`src/rtl/pitaya_defines.svh`:
```
`ifndef PITAYA_DEFINES_SVH
`define PITAYA_DEFINES_SVH

//////////////////////////////////////////////////////////////////////
// sample and code widths
//////////////////////////////////////////////////////////////////////

`define PITAYA_DAC_W        14      // DAC code, generator and ADC sample
`define PITAYA_SUM_W        15      // generator + controller with one guard bit
`define PITAYA_SCOPE_W      12      // acquisition keeps the top bits only

//////////////////////////////////////////////////////////////////////
// daisy chain word and mode field
//////////////////////////////////////////////////////////////////////

`define PITAYA_DAISY_W      16      // parallel word to/from the daisy link
`define PITAYA_DAISY_MODE_W 3
`define PITAYA_SYNC_BIT     0       // sync mode shares the trigger over the chain
`define PITAYA_TRIG_SEL_BIT 2       // set selects generator trigger as output

// word sent while not in sync mode
`define PITAYA_DAISY_IDLE   16'h1234

`endif

```
`src/rtl/pitaya_pkg.sv`:
```
`include "pitaya_defines.svh"

package pitaya_pkg;

  // two's complement generator and controller samples
  typedef logic signed [`PITAYA_DAC_W-1:0] gen_sample_t;

  // sum of two samples before saturation
  typedef logic signed [`PITAYA_SUM_W-1:0] sum_t;

  // inverted DAC code as seen on the pins
  typedef logic [`PITAYA_DAC_W-1:0] dac_code_t;

  // deserialized ADC word
  typedef logic [`PITAYA_DAC_W-1:0] adc_word_t;

  // sample handed to acquisition
  typedef logic [`PITAYA_SCOPE_W-1:0] scope_sample_t;

  //////////////////////////////////////////////////////////////////////
  // daisy chain
  //////////////////////////////////////////////////////////////////////

  typedef logic [`PITAYA_DAISY_W-1:0] daisy_word_t;       // tx/rx parallel word

  typedef logic [`PITAYA_DAISY_MODE_W-1:0] daisy_mode_t;  // sync / sel bits

endpackage

```
`src/rtl/adc_loopback.sv`:
```
`include "pitaya_defines.svh"

module adc_loopback (
  input  logic                      adc_clk,
  input  logic                      reset_i,
  // deserialized converter words
  input  pitaya_pkg::adc_word_t     adc_dat_a_i,
  input  pitaya_pkg::adc_word_t     adc_dat_b_i,
  // DAC codes before the output registers
  input  pitaya_pkg::dac_code_t     mix_code_a_i,
  input  pitaya_pkg::dac_code_t     mix_code_b_i,
  input  logic                      digital_loop_i,   // 1 = feed DAC codes back
  // to acquisition
  output pitaya_pkg::scope_sample_t scope_a_o,
  output pitaya_pkg::scope_sample_t scope_b_o
);

  import pitaya_pkg::*;

  //////////////////////////////////////////////////////////////////////
  // source select
  //////////////////////////////////////////////////////////////////////

  adc_word_t sel_a;   // full width before truncation
  adc_word_t sel_b;

  // ADC inputs arrive crossed but loopback codes do not
  assign sel_a = digital_loop_i ? mix_code_a_i : adc_dat_b_i;   // adc b -> ch a
  assign sel_b = digital_loop_i ? mix_code_b_i : adc_dat_a_i;   // adc a -> ch b

  //////////////////////////////////////////////////////////////////////
  // truncate and register
  //////////////////////////////////////////////////////////////////////

  // acquisition keeps the MSBs and drops 2 LSBs
  always_ff @(posedge adc_clk) begin
    if (reset_i) begin
      scope_a_o <= '0;
      scope_b_o <= '0;
    end else begin
      scope_a_o <= sel_a[`PITAYA_DAC_W-1 -: `PITAYA_SCOPE_W];
      scope_b_o <= sel_b[`PITAYA_DAC_W-1 -: `PITAYA_SCOPE_W];
    end
  end

endmodule

```
`src/rtl/dac_mixer.sv`:
```
`include "pitaya_defines.svh"

module dac_mixer (
  input  logic                    adc_clk,
  input  logic                    reset_i,
  // generator samples
  input  pitaya_pkg::gen_sample_t asg_a_i,
  input  pitaya_pkg::gen_sample_t asg_b_i,
  // controller samples
  input  pitaya_pkg::gen_sample_t pid_a_i,
  input  pitaya_pkg::gen_sample_t pid_b_i,
  // unregistered codes for digital loopback
  output pitaya_pkg::dac_code_t   mix_code_a_o,
  output pitaya_pkg::dac_code_t   mix_code_b_o,
  // DAC pins
  output pitaya_pkg::dac_code_t   dac_dat_a_o,   // carries channel b
  output pitaya_pkg::dac_code_t   dac_dat_b_o,   // carries channel a
  output logic                    dac_reset_o
);

  import pitaya_pkg::*;

  // signed limits of the converter range
  localparam gen_sample_t SAT_POS = {1'b0, {(`PITAYA_DAC_W-1){1'b1}}};   // 8191
  localparam gen_sample_t SAT_NEG = {1'b1, {(`PITAYA_DAC_W-1){1'b0}}};   // -8192

  //////////////////////////////////////////////////////////////////////
  // sum, saturate, invert
  //////////////////////////////////////////////////////////////////////

  // one channel worth of mixing
  // overflow shows as the two top sum bits disagreeing
  function automatic dac_code_t mix_to_code(input gen_sample_t asg, input gen_sample_t pid);
    sum_t        sum;
    gen_sample_t clamped;
    sum = {{(`PITAYA_SUM_W-`PITAYA_DAC_W){asg[`PITAYA_DAC_W-1]}}, asg}
        + {{(`PITAYA_SUM_W-`PITAYA_DAC_W){pid[`PITAYA_DAC_W-1]}}, pid};
    if (sum[`PITAYA_SUM_W-1] != sum[`PITAYA_SUM_W-2]) begin
      clamped = sum[`PITAYA_SUM_W-1] ? SAT_NEG : SAT_POS;   // sign bit tells direction
    end else begin
      clamped = sum[`PITAYA_DAC_W-1:0];                     // in range so drop guard bit
    end
    // DAC wants the inverted code
    return ~clamped;
  endfunction

  assign mix_code_a_o = mix_to_code(asg_a_i, pid_a_i);
  assign mix_code_b_o = mix_to_code(asg_b_i, pid_b_i);

  //////////////////////////////////////////////////////////////////////
  // output pipeline
  //////////////////////////////////////////////////////////////////////

  dac_code_t code_a_q;   // stage 1 channel a
  dac_code_t code_b_q;   // stage 1 channel b

  // first stage keeps the channels in order
  always_ff @(posedge adc_clk) begin
    if (reset_i) begin
      code_a_q <= '0;
      code_b_q <= '0;
    end else begin
      code_a_q <= mix_code_a_o;
      code_b_q <= mix_code_b_o;
    end
  end

  // second stage sits next to the pins
  // board routes channel a to the b converter and back
  always_ff @(posedge adc_clk) begin
    if (reset_i) begin
      dac_dat_a_o <= '0;
      dac_dat_b_o <= '0;
    end else begin
      dac_dat_a_o <= code_b_q;   // ch b -> dac a
      dac_dat_b_o <= code_a_q;   // ch a -> dac b
    end
  end

  // converter reset follows system reset one cycle late
  always_ff @(posedge adc_clk) begin
    dac_reset_o <= reset_i;
  end

endmodule

```
`src/rtl/pitaya_front_end.sv`:
```
`include "pitaya_defines.svh"

module pitaya_front_end (
  input  logic                      adc_clk,
  input  logic                      reset_i,
  // generator and controller samples
  input  pitaya_pkg::gen_sample_t   asg_a_i,
  input  pitaya_pkg::gen_sample_t   asg_b_i,
  input  pitaya_pkg::gen_sample_t   pid_a_i,
  input  pitaya_pkg::gen_sample_t   pid_b_i,
  // ADC
  input  pitaya_pkg::adc_word_t     adc_dat_a_i,
  input  pitaya_pkg::adc_word_t     adc_dat_b_i,
  input  logic                      digital_loop_i,
  // triggers and daisy chain
  input  logic                      trig_i,
  input  pitaya_pkg::daisy_word_t   par_dat_i,
  input  pitaya_pkg::daisy_mode_t   daisy_mode_i,
  input  logic                      asg_trig_i,
  input  logic                      scope_trig_i,
  input  logic                      daisy_rx_rdy_i,
  // DAC pins
  output pitaya_pkg::dac_code_t     dac_dat_a_o,
  output pitaya_pkg::dac_code_t     dac_dat_b_o,
  output logic                      dac_reset_o,
  // acquisition
  output pitaya_pkg::scope_sample_t scope_a_o,
  output pitaya_pkg::scope_sample_t scope_b_o,
  // trigger and daisy outputs
  output logic                      trig_ext_o,
  output logic                      trig_out_o,
  output pitaya_pkg::daisy_word_t   par_dat_o,
  output logic                      par_dv_o
);

  import pitaya_pkg::*;

  dac_code_t mix_code_a;   // unregistered codes from dac to loopback
  dac_code_t mix_code_b;

  //////////////////////////////////////////////////////////////////////
  // DAC path
  //////////////////////////////////////////////////////////////////////

  dac_mixer i_dac_mixer (
    .adc_clk      (adc_clk),
    .reset_i      (reset_i),
    .asg_a_i      (asg_a_i),
    .asg_b_i      (asg_b_i),
    .pid_a_i      (pid_a_i),
    .pid_b_i      (pid_b_i),
    .mix_code_a_o (mix_code_a),
    .mix_code_b_o (mix_code_b),
    .dac_dat_a_o  (dac_dat_a_o),
    .dac_dat_b_o  (dac_dat_b_o),
    .dac_reset_o  (dac_reset_o)
  );

  //////////////////////////////////////////////////////////////////////
  // ADC path
  //////////////////////////////////////////////////////////////////////

  adc_loopback i_adc_loopback (
    .adc_clk        (adc_clk),
    .reset_i        (reset_i),
    .adc_dat_a_i    (adc_dat_a_i),
    .adc_dat_b_i    (adc_dat_b_i),
    .mix_code_a_i   (mix_code_a),
    .mix_code_b_i   (mix_code_b),
    .digital_loop_i (digital_loop_i),
    .scope_a_o      (scope_a_o),
    .scope_b_o      (scope_b_o)
  );

  //////////////////////////////////////////////////////////////////////
  // triggers
  //////////////////////////////////////////////////////////////////////

  trigger_router i_trigger_router (
    .adc_clk        (adc_clk),
    .reset_i        (reset_i),
    .trig_i         (trig_i),
    .par_dat_i      (par_dat_i),
    .daisy_mode_i   (daisy_mode_i),
    .asg_trig_i     (asg_trig_i),
    .scope_trig_i   (scope_trig_i),
    .daisy_rx_rdy_i (daisy_rx_rdy_i),
    .trig_ext_o     (trig_ext_o),
    .trig_out_o     (trig_out_o),
    .par_dat_o      (par_dat_o),
    .par_dv_o       (par_dv_o)
  );

endmodule

```
`src/rtl/trigger_router.sv`:
```
`include "pitaya_defines.svh"

module trigger_router (
  input  logic                    adc_clk,
  input  logic                    reset_i,
  input  logic                    trig_i,           // external trigger pin
  input  pitaya_pkg::daisy_word_t par_dat_i,        // word from daisy rx
  input  pitaya_pkg::daisy_mode_t daisy_mode_i,
  input  logic                    asg_trig_i,       // generator trigger
  input  logic                    scope_trig_i,     // scope trigger
  input  logic                    daisy_rx_rdy_i,
  output logic                    trig_ext_o,
  output logic                    trig_out_o,
  output pitaya_pkg::daisy_word_t par_dat_o,        // word to daisy tx
  output logic                    par_dv_o
);

  import pitaya_pkg::*;

  localparam daisy_word_t IDLE_WORD = `PITAYA_DAISY_IDLE;

  logic sync_mode;
  logic daisy_trig_q;   // some bit of the rx word was set

  assign sync_mode = daisy_mode_i[`PITAYA_SYNC_BIT];

  //////////////////////////////////////////////////////////////////////
  // incoming daisy trigger
  //////////////////////////////////////////////////////////////////////

  always_ff @(posedge adc_clk) begin
    if (reset_i) begin
      daisy_trig_q <= 1'b0;
    end else begin
      daisy_trig_q <= |par_dat_i;
    end
  end

  // chain trigger masks the local pin in sync mode
  assign trig_ext_o = trig_i & ~(sync_mode & daisy_trig_q);

  //////////////////////////////////////////////////////////////////////
  // outgoing trigger and tx word
  //////////////////////////////////////////////////////////////////////

  assign trig_out_o = daisy_mode_i[`PITAYA_TRIG_SEL_BIT] ? asg_trig_i : scope_trig_i;

  // sync mode puts the trigger on every bit
  assign par_dat_o = sync_mode ? {`PITAYA_DAISY_W{trig_out_o}} : IDLE_WORD;

  // no valid strobe while syncing
  assign par_dv_o = sync_mode ? 1'b0 : daisy_rx_rdy_i;

endmodule

```
`config.mk`:
```
export PLATFORM = sky130hd
export DESIGN_NAME = pitaya_front_end
export DESIGN_NICKNAME = d
export VERILOG_FILES = /design/src/rtl/pitaya_pkg.sv /design/src/rtl/adc_loopback.sv /design/src/rtl/dac_mixer.sv /design/src/rtl/pitaya_front_end.sv /design/src/rtl/trigger_router.sv
export VERILOG_INCLUDE_DIRS = /design/src /design/src/rtl
export SDC_FILE = /design/constraint.sdc
export NUM_CORES = 1
export LEC_CHECK = 0
export CAP_MARGIN = 10
export CORE_UTILIZATION = 64
export DETAILED_ROUTE_END_ITERATION = 8
export DONT_BUFFER_PORTS = 1
export PLACE_DENSITY_LB_ADDON = 0.3
export RECOVER_POWER = 25
export SETUP_SLACK_MARGIN = 0.02
export SKIP_LAST_GASP = 1
export SYNTH_ARGS = -nofsm -noshare
export SYNTH_HDL_FRONTEND = slang
export SYNTH_HIERARCHICAL = 1
export SYNTH_SLANG_ARGS = --single-unit
export TNS_END_PERCENT = 100
```
`constraint.sdc`:
```
create_clock -name adc_clk -period 3.6 [get_ports adc_clk]
set_input_delay 0.54 -clock adc_clk [delete_from_list [all_inputs] [get_ports adc_clk]]
set_output_delay 0.54 -clock adc_clk [all_outputs]
set_load 0.01 [all_outputs]
```
### After elaboration in Yosys (flattened, before gate mapping)

Index checks and enable logic that the tools add are counted.

* flip-flop bits (word level): 82
* logic and storage cells: 27

* reduce and logical (&&, ||, !) cells: 1
* eq/ne operators: 2
* add/subtract/negate cells: 2
* bitwise logic cells: 5
* multiplexer cells: 9

Operator list (count)
* 2-to-1 mux 14 bit: 6
* adder 14 x 14 -> 15 bit: 2
* inverter 14 bit: 2
* 2-to-1 mux 16 bit: 1
* OR reduction 16 bit: 1
* bitwise AND 1 bit: 2
* 2-to-1 mux 1 bit: 2
* != test 1 bit: 2
* inverter 1 bit: 1

### Logic depth before layout (Yosys ltp)

Gate-level depths: netlist of the first run.

* depth in word-level cells: 5
* depth in mapped cells: 13
* depth with buffers taken out: 12

### Hierarchy

Netlist of the first run, hierarchy kept.

By module, submodules not included
* dac_mixer: area each 3756.1 um^2, cells an instance 441, instances 1, seq. area each 1141.1 um^2
* adc_loopback: area each 869.6 um^2, cells an instance 77, instances 1, seq. area each 480.5 um^2
* trigger_router: area each 196.4 um^2, cells an instance 26, instances 1, seq. area each 20.0 um^2

### Worst setup path after synthesis of the first run

No wires, ideal clock.

* kind: input port to flip-flop
* start point: input port asg_b_i[0]
* end point: register i_adc_loopback.scope_b_o[1]
* stages: 13
* arrival: 2.713 ns
* data required time: 3.472 ns
* path slack: 0.759 ns
* setup time: 0.128 ns
* path through: ha_1 -> inv_1 -> fa_1 -> nor2b_1 -> o2111ai_1 -> a31o_2 -> a31oi_1 -> nand2_1 -> buf_2 -> a211oi_1 -> a21oi_1 -> mux2i_1 -> nor2_1

* longest elaborated chain between the ends: 5
* elaborated cells between the ends (all ways): 6

RTL lines
* start: declaration: line pitaya_front_end.sv:8 `input pitaya_pkg::gen_sample_t asg_b_i,`
* adder 14 x 14 -> 15 bit (*): line dac_mixer.sv:36 `` sum = {{(`PITAYA_SUM_W-`PITAYA_DAC_W){asg[`PITAYA_DAC_W-1]}}, asg} ``
* 2-to-1 mux 14 bit or != test 1 bit (tied branches): line dac_mixer.sv:39, dac_mixer.sv:38
* 2-to-1 mux 14 bit (*): line dac_mixer.sv:38 `` if (sum[`PITAYA_SUM_W-1] != sum[`PITAYA_SUM_W-2]) begin ``
* inverter 14 bit (*): line dac_mixer.sv:44 `return ~clamped;`
* via mix_code_b[3]: line pitaya_front_end.sv:39 `dac_code_t mix_code_b;`
* 2-to-1 mux 14 bit (*): line adc_loopback.sv:29 `assign sel_b = digital_loop_i ? mix_code_b_i : adc_dat_a_i;`
* end signal: assignment: line adc_loopback.sv:42 `` scope_b_o <= sel_b[`PITAYA_DAC_W-1 -: `PITAYA_SCOPE_W]; ``
* end: declaration: line adc_loopback.sv:15 `output pitaya_pkg::scope_sample_t scope_b_o`

Mark *: on every way through the listed nets, which the timed path passes. The rest lies on a longest branch.
A chain may end at the register's enable or synchronous reset.

### Worst setup path after layout of the first run

* start point: input port asg_b_i[0]
* end point: register i_adc_loopback.scope_b_o[3]

Same word-level chain as after synthesis.

==> summary.txt, run 1 <==
Timing
  – Endpoints failing setup: 0
  – Final period util: 0.800
  – Worst rel slew slack: 0.499
  – Worst-margin pin slew: 0.749 ns
  – Skew final: 0.0137 ns
  – Unrepaired setup endpoints after global routing: no
  – Count of final hold-check violations: 0
  – Setup TNS: 0 ns
  – Slew Viols, Final: 0
  – Max Freq: 0.347 GHz
  – Final Critical Period: 2.88 ns
  – Final hold slack: 0.236 ns

Placed design
  – PortBufs: 0
  – RD Place Congestion: 0.891
  – Dpl hpwl: 8660 microns

CTS
  – CTS clock-pin slew for the worst setup and hold paths: 0.09 ns
  – Clk Latency, worst-skew pair: 0.34 ns
  – H-tree levels: 3
  – Num CTS Buffers: 9
  – Post_cts resized: 0
  – Root Driver: clkbuf_8
  – CTS tree: yes
  – Clk buf depth: 2
  – Cts hold-fix bufs: 0
  – Setup repair bufs after CTS: 0
  – CTS sink cnt: 82

Route
  – Initial DRC count: 273
  – Met1 WL: 4880 microns
  – Total wire length: 11200 microns
  – Top Metal Used: met4
  – Post-DR wirelength/cell: 18.2 microns
  – DR pass1 iterations: 5
  – Antenna Nets Post-Route: 0
  – Drt drc: 0
  – WL met3: 829 microns
  – Via count: 3811
  – DR vias/cell: 6.16
  – Met2 WL: 5430 microns

Finish
  – Nets: 655
  – Area Overhead vs Synth: 1.59%
  – Share of cells above drive strength 1: 0.0788
  – Diode count: 0

Global routing
  – Initial antenna violation count: 0
  – Vias in the first global route: 3407
  – Overall Global Routing Usage: 0.286
  – Gr ovfl total: 0
  – First-pass GRT wire length: 17000 microns
  – Largest net degree at the start of global routing: 71

Worst setup path
  – Setup Crit Path Kind: in2reg
  – Reg2reg setup slack: 3.06 ns
  – Worst Reg-to-Reg Cells: 1
  – Crit path from: asg_b_i[0]
  – Crit end category: flop
  – Crit path DAT: 3.11 ns
  – Setup crit end: i_adc_loopback/scope_b_o[3]$_SDFF_PP0_
  – Worst R2R End: i_dac_mixer/dac_dat_b_o[2]$_SDFF_PP0_
  – Crit path max fanout: 15
  – FF-to-FF Start: i_dac_mixer/code_a_q[2]$_SDFF_PP0_
  – CP required: 3.83 ns
  – Startpoint Class: input port

Logic synthesis
  – Syn_nets: 679
  – Gate Count Post-Synth: 539
  – Syn_area_per_cell: 8.90 sq um
  – Mapped Area: 4800 sq um
  – Synth warn: 6

Die
  – Starting density of the core: 0.661
  – Core area: 7250 sq um
  – Die height: 88.6 microns
  – Row count: 31
  – Io pins: 182
  – DIE AREA: 7840 sq um
  – Die span in x: 88.6 microns

Outcome
  – Status: finished clean

Power
  – Worst ir drop on vdd: 0.235 mV
  – P_leak: 2.04 nW
  – PD cells: 497 nW/um^2

Job
  – Max Cap Violations: 0

Worst hold path
  – Worst hold path class: in2reg
-- cell usage in the layout, fill, tap and decap left out, drive strengths merged, types with 7 or more instances in the layout --
cell and count:
a211oi 26, a21o 11, a21oi 45, and2 8, clkbuf 10, dfxtp 82
ha 28, inv 19, mux2i 26, nand2 24, nand3 16, nand4 10
nor2 48, nor2b 32, nor3 7, o211ai 11, o21ai 15, xnor2 11
xor2 9
-- state kept, by name, indices dropped and copies added, names as in the netlist --
signal and flops:
i_adc_loopback/scope_b_o 12, i_trigger_router/daisy_trig_q 1, i_dac_mixer/dac_dat_b_o 14, i_dac_mixer/dac_dat_a_o 14, i_dac_mixer/code_a_q 14, i_dac_mixer/code_b_q 14
i_dac_mixer/dac_reset_o 1, i_adc_loopback/scope_a_o 12
-- worst min-delay path by stage --
stage               slack, ns  depth (start not counted)                                     to                          startpoint
finish                   0.24                          0        i_dac_mixer/dac_reset_o$_DFF_P_                             reset_i
CTS                      0.22                          0        i_dac_mixer/dac_reset_o$_DFF_P_                             reset_i
global placement         0.42                          1  i_dac_mixer/dac_dat_b_o[4]$_SDFF_PP0_  i_dac_mixer/code_a_q[4]$_SDFF_PP0_
floorplan                0.41                          1  i_dac_mixer/dac_dat_a_o[0]$_SDFF_PP0_  i_dac_mixer/code_b_q[0]$_SDFF_PP0_
detailed placement       0.43                          1  i_dac_mixer/dac_dat_b_o[7]$_SDFF_PP0_  i_dac_mixer/code_a_q[7]$_SDFF_PP0_
global route             0.21                          0        i_dac_mixer/dac_reset_o$_DFF_P_                             reset_i
-- report_power, final --
part / switching (W) / internal (W) / total (W)
Sequential: 0.0000710 / 0.00103 / 0.00110
Clock: 0.000358 / 0.000259 / 0.000616
Combinational: 0.000421 / 0.000286 / 0.000707
Total: 0.000850 / 0.00157 / 0.00242
-- worst max-delay path, cell delays in order --
cell	delay, ns
ha_1	0.15
inv_1	0.06
fa_1	0.39
nor2b_1	0.16
o2111ai_1	0.19
a31o_2	0.32
a31oi_1	0.26
nand2_1	0.38
a211oi_1	0.38
a21oi_1	0.07
mux2i_1	0.16
nor2_1	0.07
-- layout make-up --
class	instances	area, sq um
clock buffer	10	128
clock inverter	6	50.0
fill	618	2380
inverter	18	67.6
multi-input combinational	400	2830
sequential	82	1640
tap	99	124
timing repair buffer	4	30.0
-- through the flow --
| stage | instance area (sq um) | setup slack (ns) | util | instances | total power (W) |
|---|---|---|---|---|---|
| 6_report | 4870 | 0.719 | 0.672 | 619 | 0.00242 |
| 5_1_grt | 4870 | 0.369 | 0.672 | 619 | 0.00256 |
| 4_1_cts | 4870 | 0.764 | 0.672 | 619 | 0.00243 |
| 3_5_place_dp | 4690 | 0.420 | 0.647 | 603 | 0.00181 |
| 3_3_place_gp | 4690 | 0.487 | 0.647 | 603 | 0.00179 |
| 2_1_floorplan | 4800 | 0.767 | - | 539 | 0.00170 |
-- per-layer routing --
| metal | track usage | vias up |
|---|---|---|
| li1 | - | 1880 |
| met1 | 0.384 | 1735 |
| met2 | 0.480 | 189 |
| met3 | 0.0429 | 7 |
| met4 | 0.0792 | 0 |
| met5 | 0 | - |
Note: power is estimated with default switching activity, not from simulation.
==> inputs of run 2 (changes only) <==
--- a/config.mk
+++ b/config.mk
@@ -6,8 +6,9 @@
 export SDC_FILE = /design/constraint.sdc
 export NUM_CORES = 1
 export LEC_CHECK = 0
+export ABC_AREA = 1
 export CAP_MARGIN = 10
-export CORE_UTILIZATION = 64
+export CORE_UTILIZATION = 58
 export DETAILED_ROUTE_END_ITERATION = 8
 export DONT_BUFFER_PORTS = 1
 export PLACE_DENSITY_LB_ADDON = 0.3
==> constraint.sdc (replaced) <==
create_clock -name adc_clk -period 2.57 [get_ports adc_clk]
set_input_delay 0.3855 -clock adc_clk [delete_from_list [all_inputs] [get_ports adc_clk]]
set_output_delay 0.3855 -clock adc_clk [all_outputs]
set_load 0.01 [all_outputs]
==> summary.txt, run 2 <==
CTS
  – Root Driver: clkbuf_8
  – Post_cts resized: 0
  – Cts hold-fix bufs: 0
  – CTS sink cnt: 82
  – Setup repair bufs after CTS: 0
  – Clk buf depth: 2
  – Clk Latency, worst-skew pair: 0.34 ns
  – CTS tree: yes
  – Num CTS Buffers: 9
  – CTS clock-pin slew for the worst setup and hold paths: 0.08 ns
  – H-tree levels: 3

Worst hold path
  – Hold_sp: reset_i
  – Worst hold stages: 0
  – Hold Path End: i_dac_mixer/dac_reset_o$_DFF_P_
  – Worst hold path class: in2reg

Worst setup path
  – Crit path from: asg_b_i[0]
  – Worst R2R End: i_dac_mixer/dac_dat_b_o[12]$_SDFF_PP0_
  – Crit path DAT: 2.26 ns
  – Startpoint Class: input port
  – Worst path cell trace: ha_1, inv_1, fa_1, inv_1, nand2_1, nand3_2, nand2_1, nand2_1, nand2_1, nand2_2, nor2_4, inv_2, nand2_1, inv_1, nand2_1, nand2_1, nor2_1
  – Cell mode on critical path: nand2_1
  – Reg2reg setup slack: 2.05 ns
  – CP max-delay cell: fa_1
  – Setup Crit Path Kind: in2reg
  – CP required: 2.81 ns
  – Critical Path Max Stage Delay: 0.39 ns
  – Crit end category: flop
  – Crit path max fanout: 22
  – Worst Reg-to-Reg Cells: 2
  – FF-to-FF Start: i_dac_mixer/code_a_q[12]$_SDFF_PP0_

Timing
  – Slew Viols, Final: 0
  – Skew final: 0.00863 ns
  – Setup TNS: 0 ns
  – Worst-margin pin slew: 0.722 ns
  – Final period util: 0.788
  – Final Critical Period: 2.02 ns
  – Max Freq: 0.494 GHz
  – Endpoints failing setup: 0
  – Unrepaired setup endpoints after global routing: no
  – Count of final hold-check violations: 0
  – Worst rel slew slack: 0.518

Route
  – Total wire length: 9910 microns
  – DR vias/cell: 4.90
  – Drt drc: 0
  – DR pass1 iterations: 4
  – Post-DR wirelength/cell: 13.0 microns
  – Via count: 3752
  – Initial DRC count: 162
  – Antenna Nets Post-Route: 0

Finish
  – Commonest non-fill, non-tap cell in the layout: nand2_1
  – Nets: 799
  – # fillers: 782
  – Most frequent cells in the layout: 194 x nand2_1, 111 x nor2_1, 106 x inv_1
  – Area Overhead vs Synth: 1.72%
  – Diode count: 0
  – FF+latch area: 1640 sq um
  – Share of cells above drive strength 1: 0.0649
  – Area occupied by multi-input gates: 2290 sq um

Placed design
  – PortBufs: 0
  – RD Place Congestion: 0.837
  – Dpl hpwl: 7930 microns

Global routing
  – Gr ovfl total: 0
  – Vias in the first global route: 3473
  – First-pass GRT wire length: 16100 microns
  – Overall Global Routing Usage: 0.244
  – Initial antenna violation count: 0
  – Largest net degree at the start of global routing: 60

Die
  – Io pins: 182
  – Core area: 7690 sq um
  – DIE AREA: 8270 sq um
  – Starting density of the core: 0.597
  – Die span in x: 90.9 microns
  – Die height: 90.9 microns
  – Row count: 32

Logic synthesis
  – Synth warn: 6
  – Syn_nets: 820
  – Mapped Area: 4590 sq um
  – Gate Count Post-Synth: 680
  – Syn_area_per_cell: 6.74 sq um

Power
  – P_leak: 2.55 nW
  – Worst ir drop on vdd: 0.336 mV
  – Power, Total: 0.00319 W
  – PD cells: 683 nW/um^2

Outcome
  – Status: finished clean

Job
  – Max Cap Violations: 0
-- run 2: report_power, final --
| group | internal (W) | switching, W |
|---|---|---|
| Sequential | 0.00144 | 0.000103 |
| Clock | 0.000396 | 0.000422 |
| Combinational | 0.000288 | 0.000541 |
| Total | 0.00212 | 0.00107 |
-- run 2: metrics by stage --
stage               std cells  worst slack, ns   util  area, sq um  hold slack, ns
detailed placement        750            0.184  0.584         4490           0.392
finish                    765            0.546  0.607         4660          0.0786
global placement          750            0.246  0.584         4490           0.390
floorplan                 680            0.473      -         4590           0.388
global route              765            0.353  0.607         4660          0.0458
CTS                       765            0.553  0.607         4670          0.0508
-- run 2: worst max-delay path: cells and delay by family --
kind                       cells  cell delay (ns)
and+or+nand+nor               11             0.83
adders and majority gates      2             0.56
buffers and inverters          4             0.49
-- run 2: routing by layer --
metal | global-route usage | share of wire | vias up
li1 | - | - | 1993
met4 | 0.0860 | 0.017 | 0
met3 | 0.0572 | 0.070 | 14
met2 | 0.404 | 0.47 | 127
met5 | 0 | 0 | -
met1 | 0.310 | 0.45 | 1618
-- run 2: cell type report --
type                       instances  share of cell area
clock buffer                      11              0.0325
sequential                        82               0.352
timing repair buffer               1             0.00161
clock inverter                     4             0.00590
multi-input combinational        454               0.491
inverter                         111              0.0893
tap                              102              0.0274
-- run 2: how the worst max path moves through the flow --
stage	end	slack, ns	cells past startpoint
final	i_adc_loopback/scope_b_o[2]$_SDFF_PP0_	0.55	17
after detailed placement	i_adc_loopback/scope_b_o[2]$_SDFF_PP0_	0.18	17
after global routing	i_adc_loopback/scope_b_o[2]$_SDFF_PP0_	0.35	17
after floorplan	i_adc_loopback/scope_a_o[3]$_SDFF_PP0_	0.47	18
after global placement	i_adc_loopback/scope_b_o[9]$_SDFF_PP0_	0.25	17
after CTS	i_adc_loopback/scope_b_o[2]$_SDFF_PP0_	0.55	17
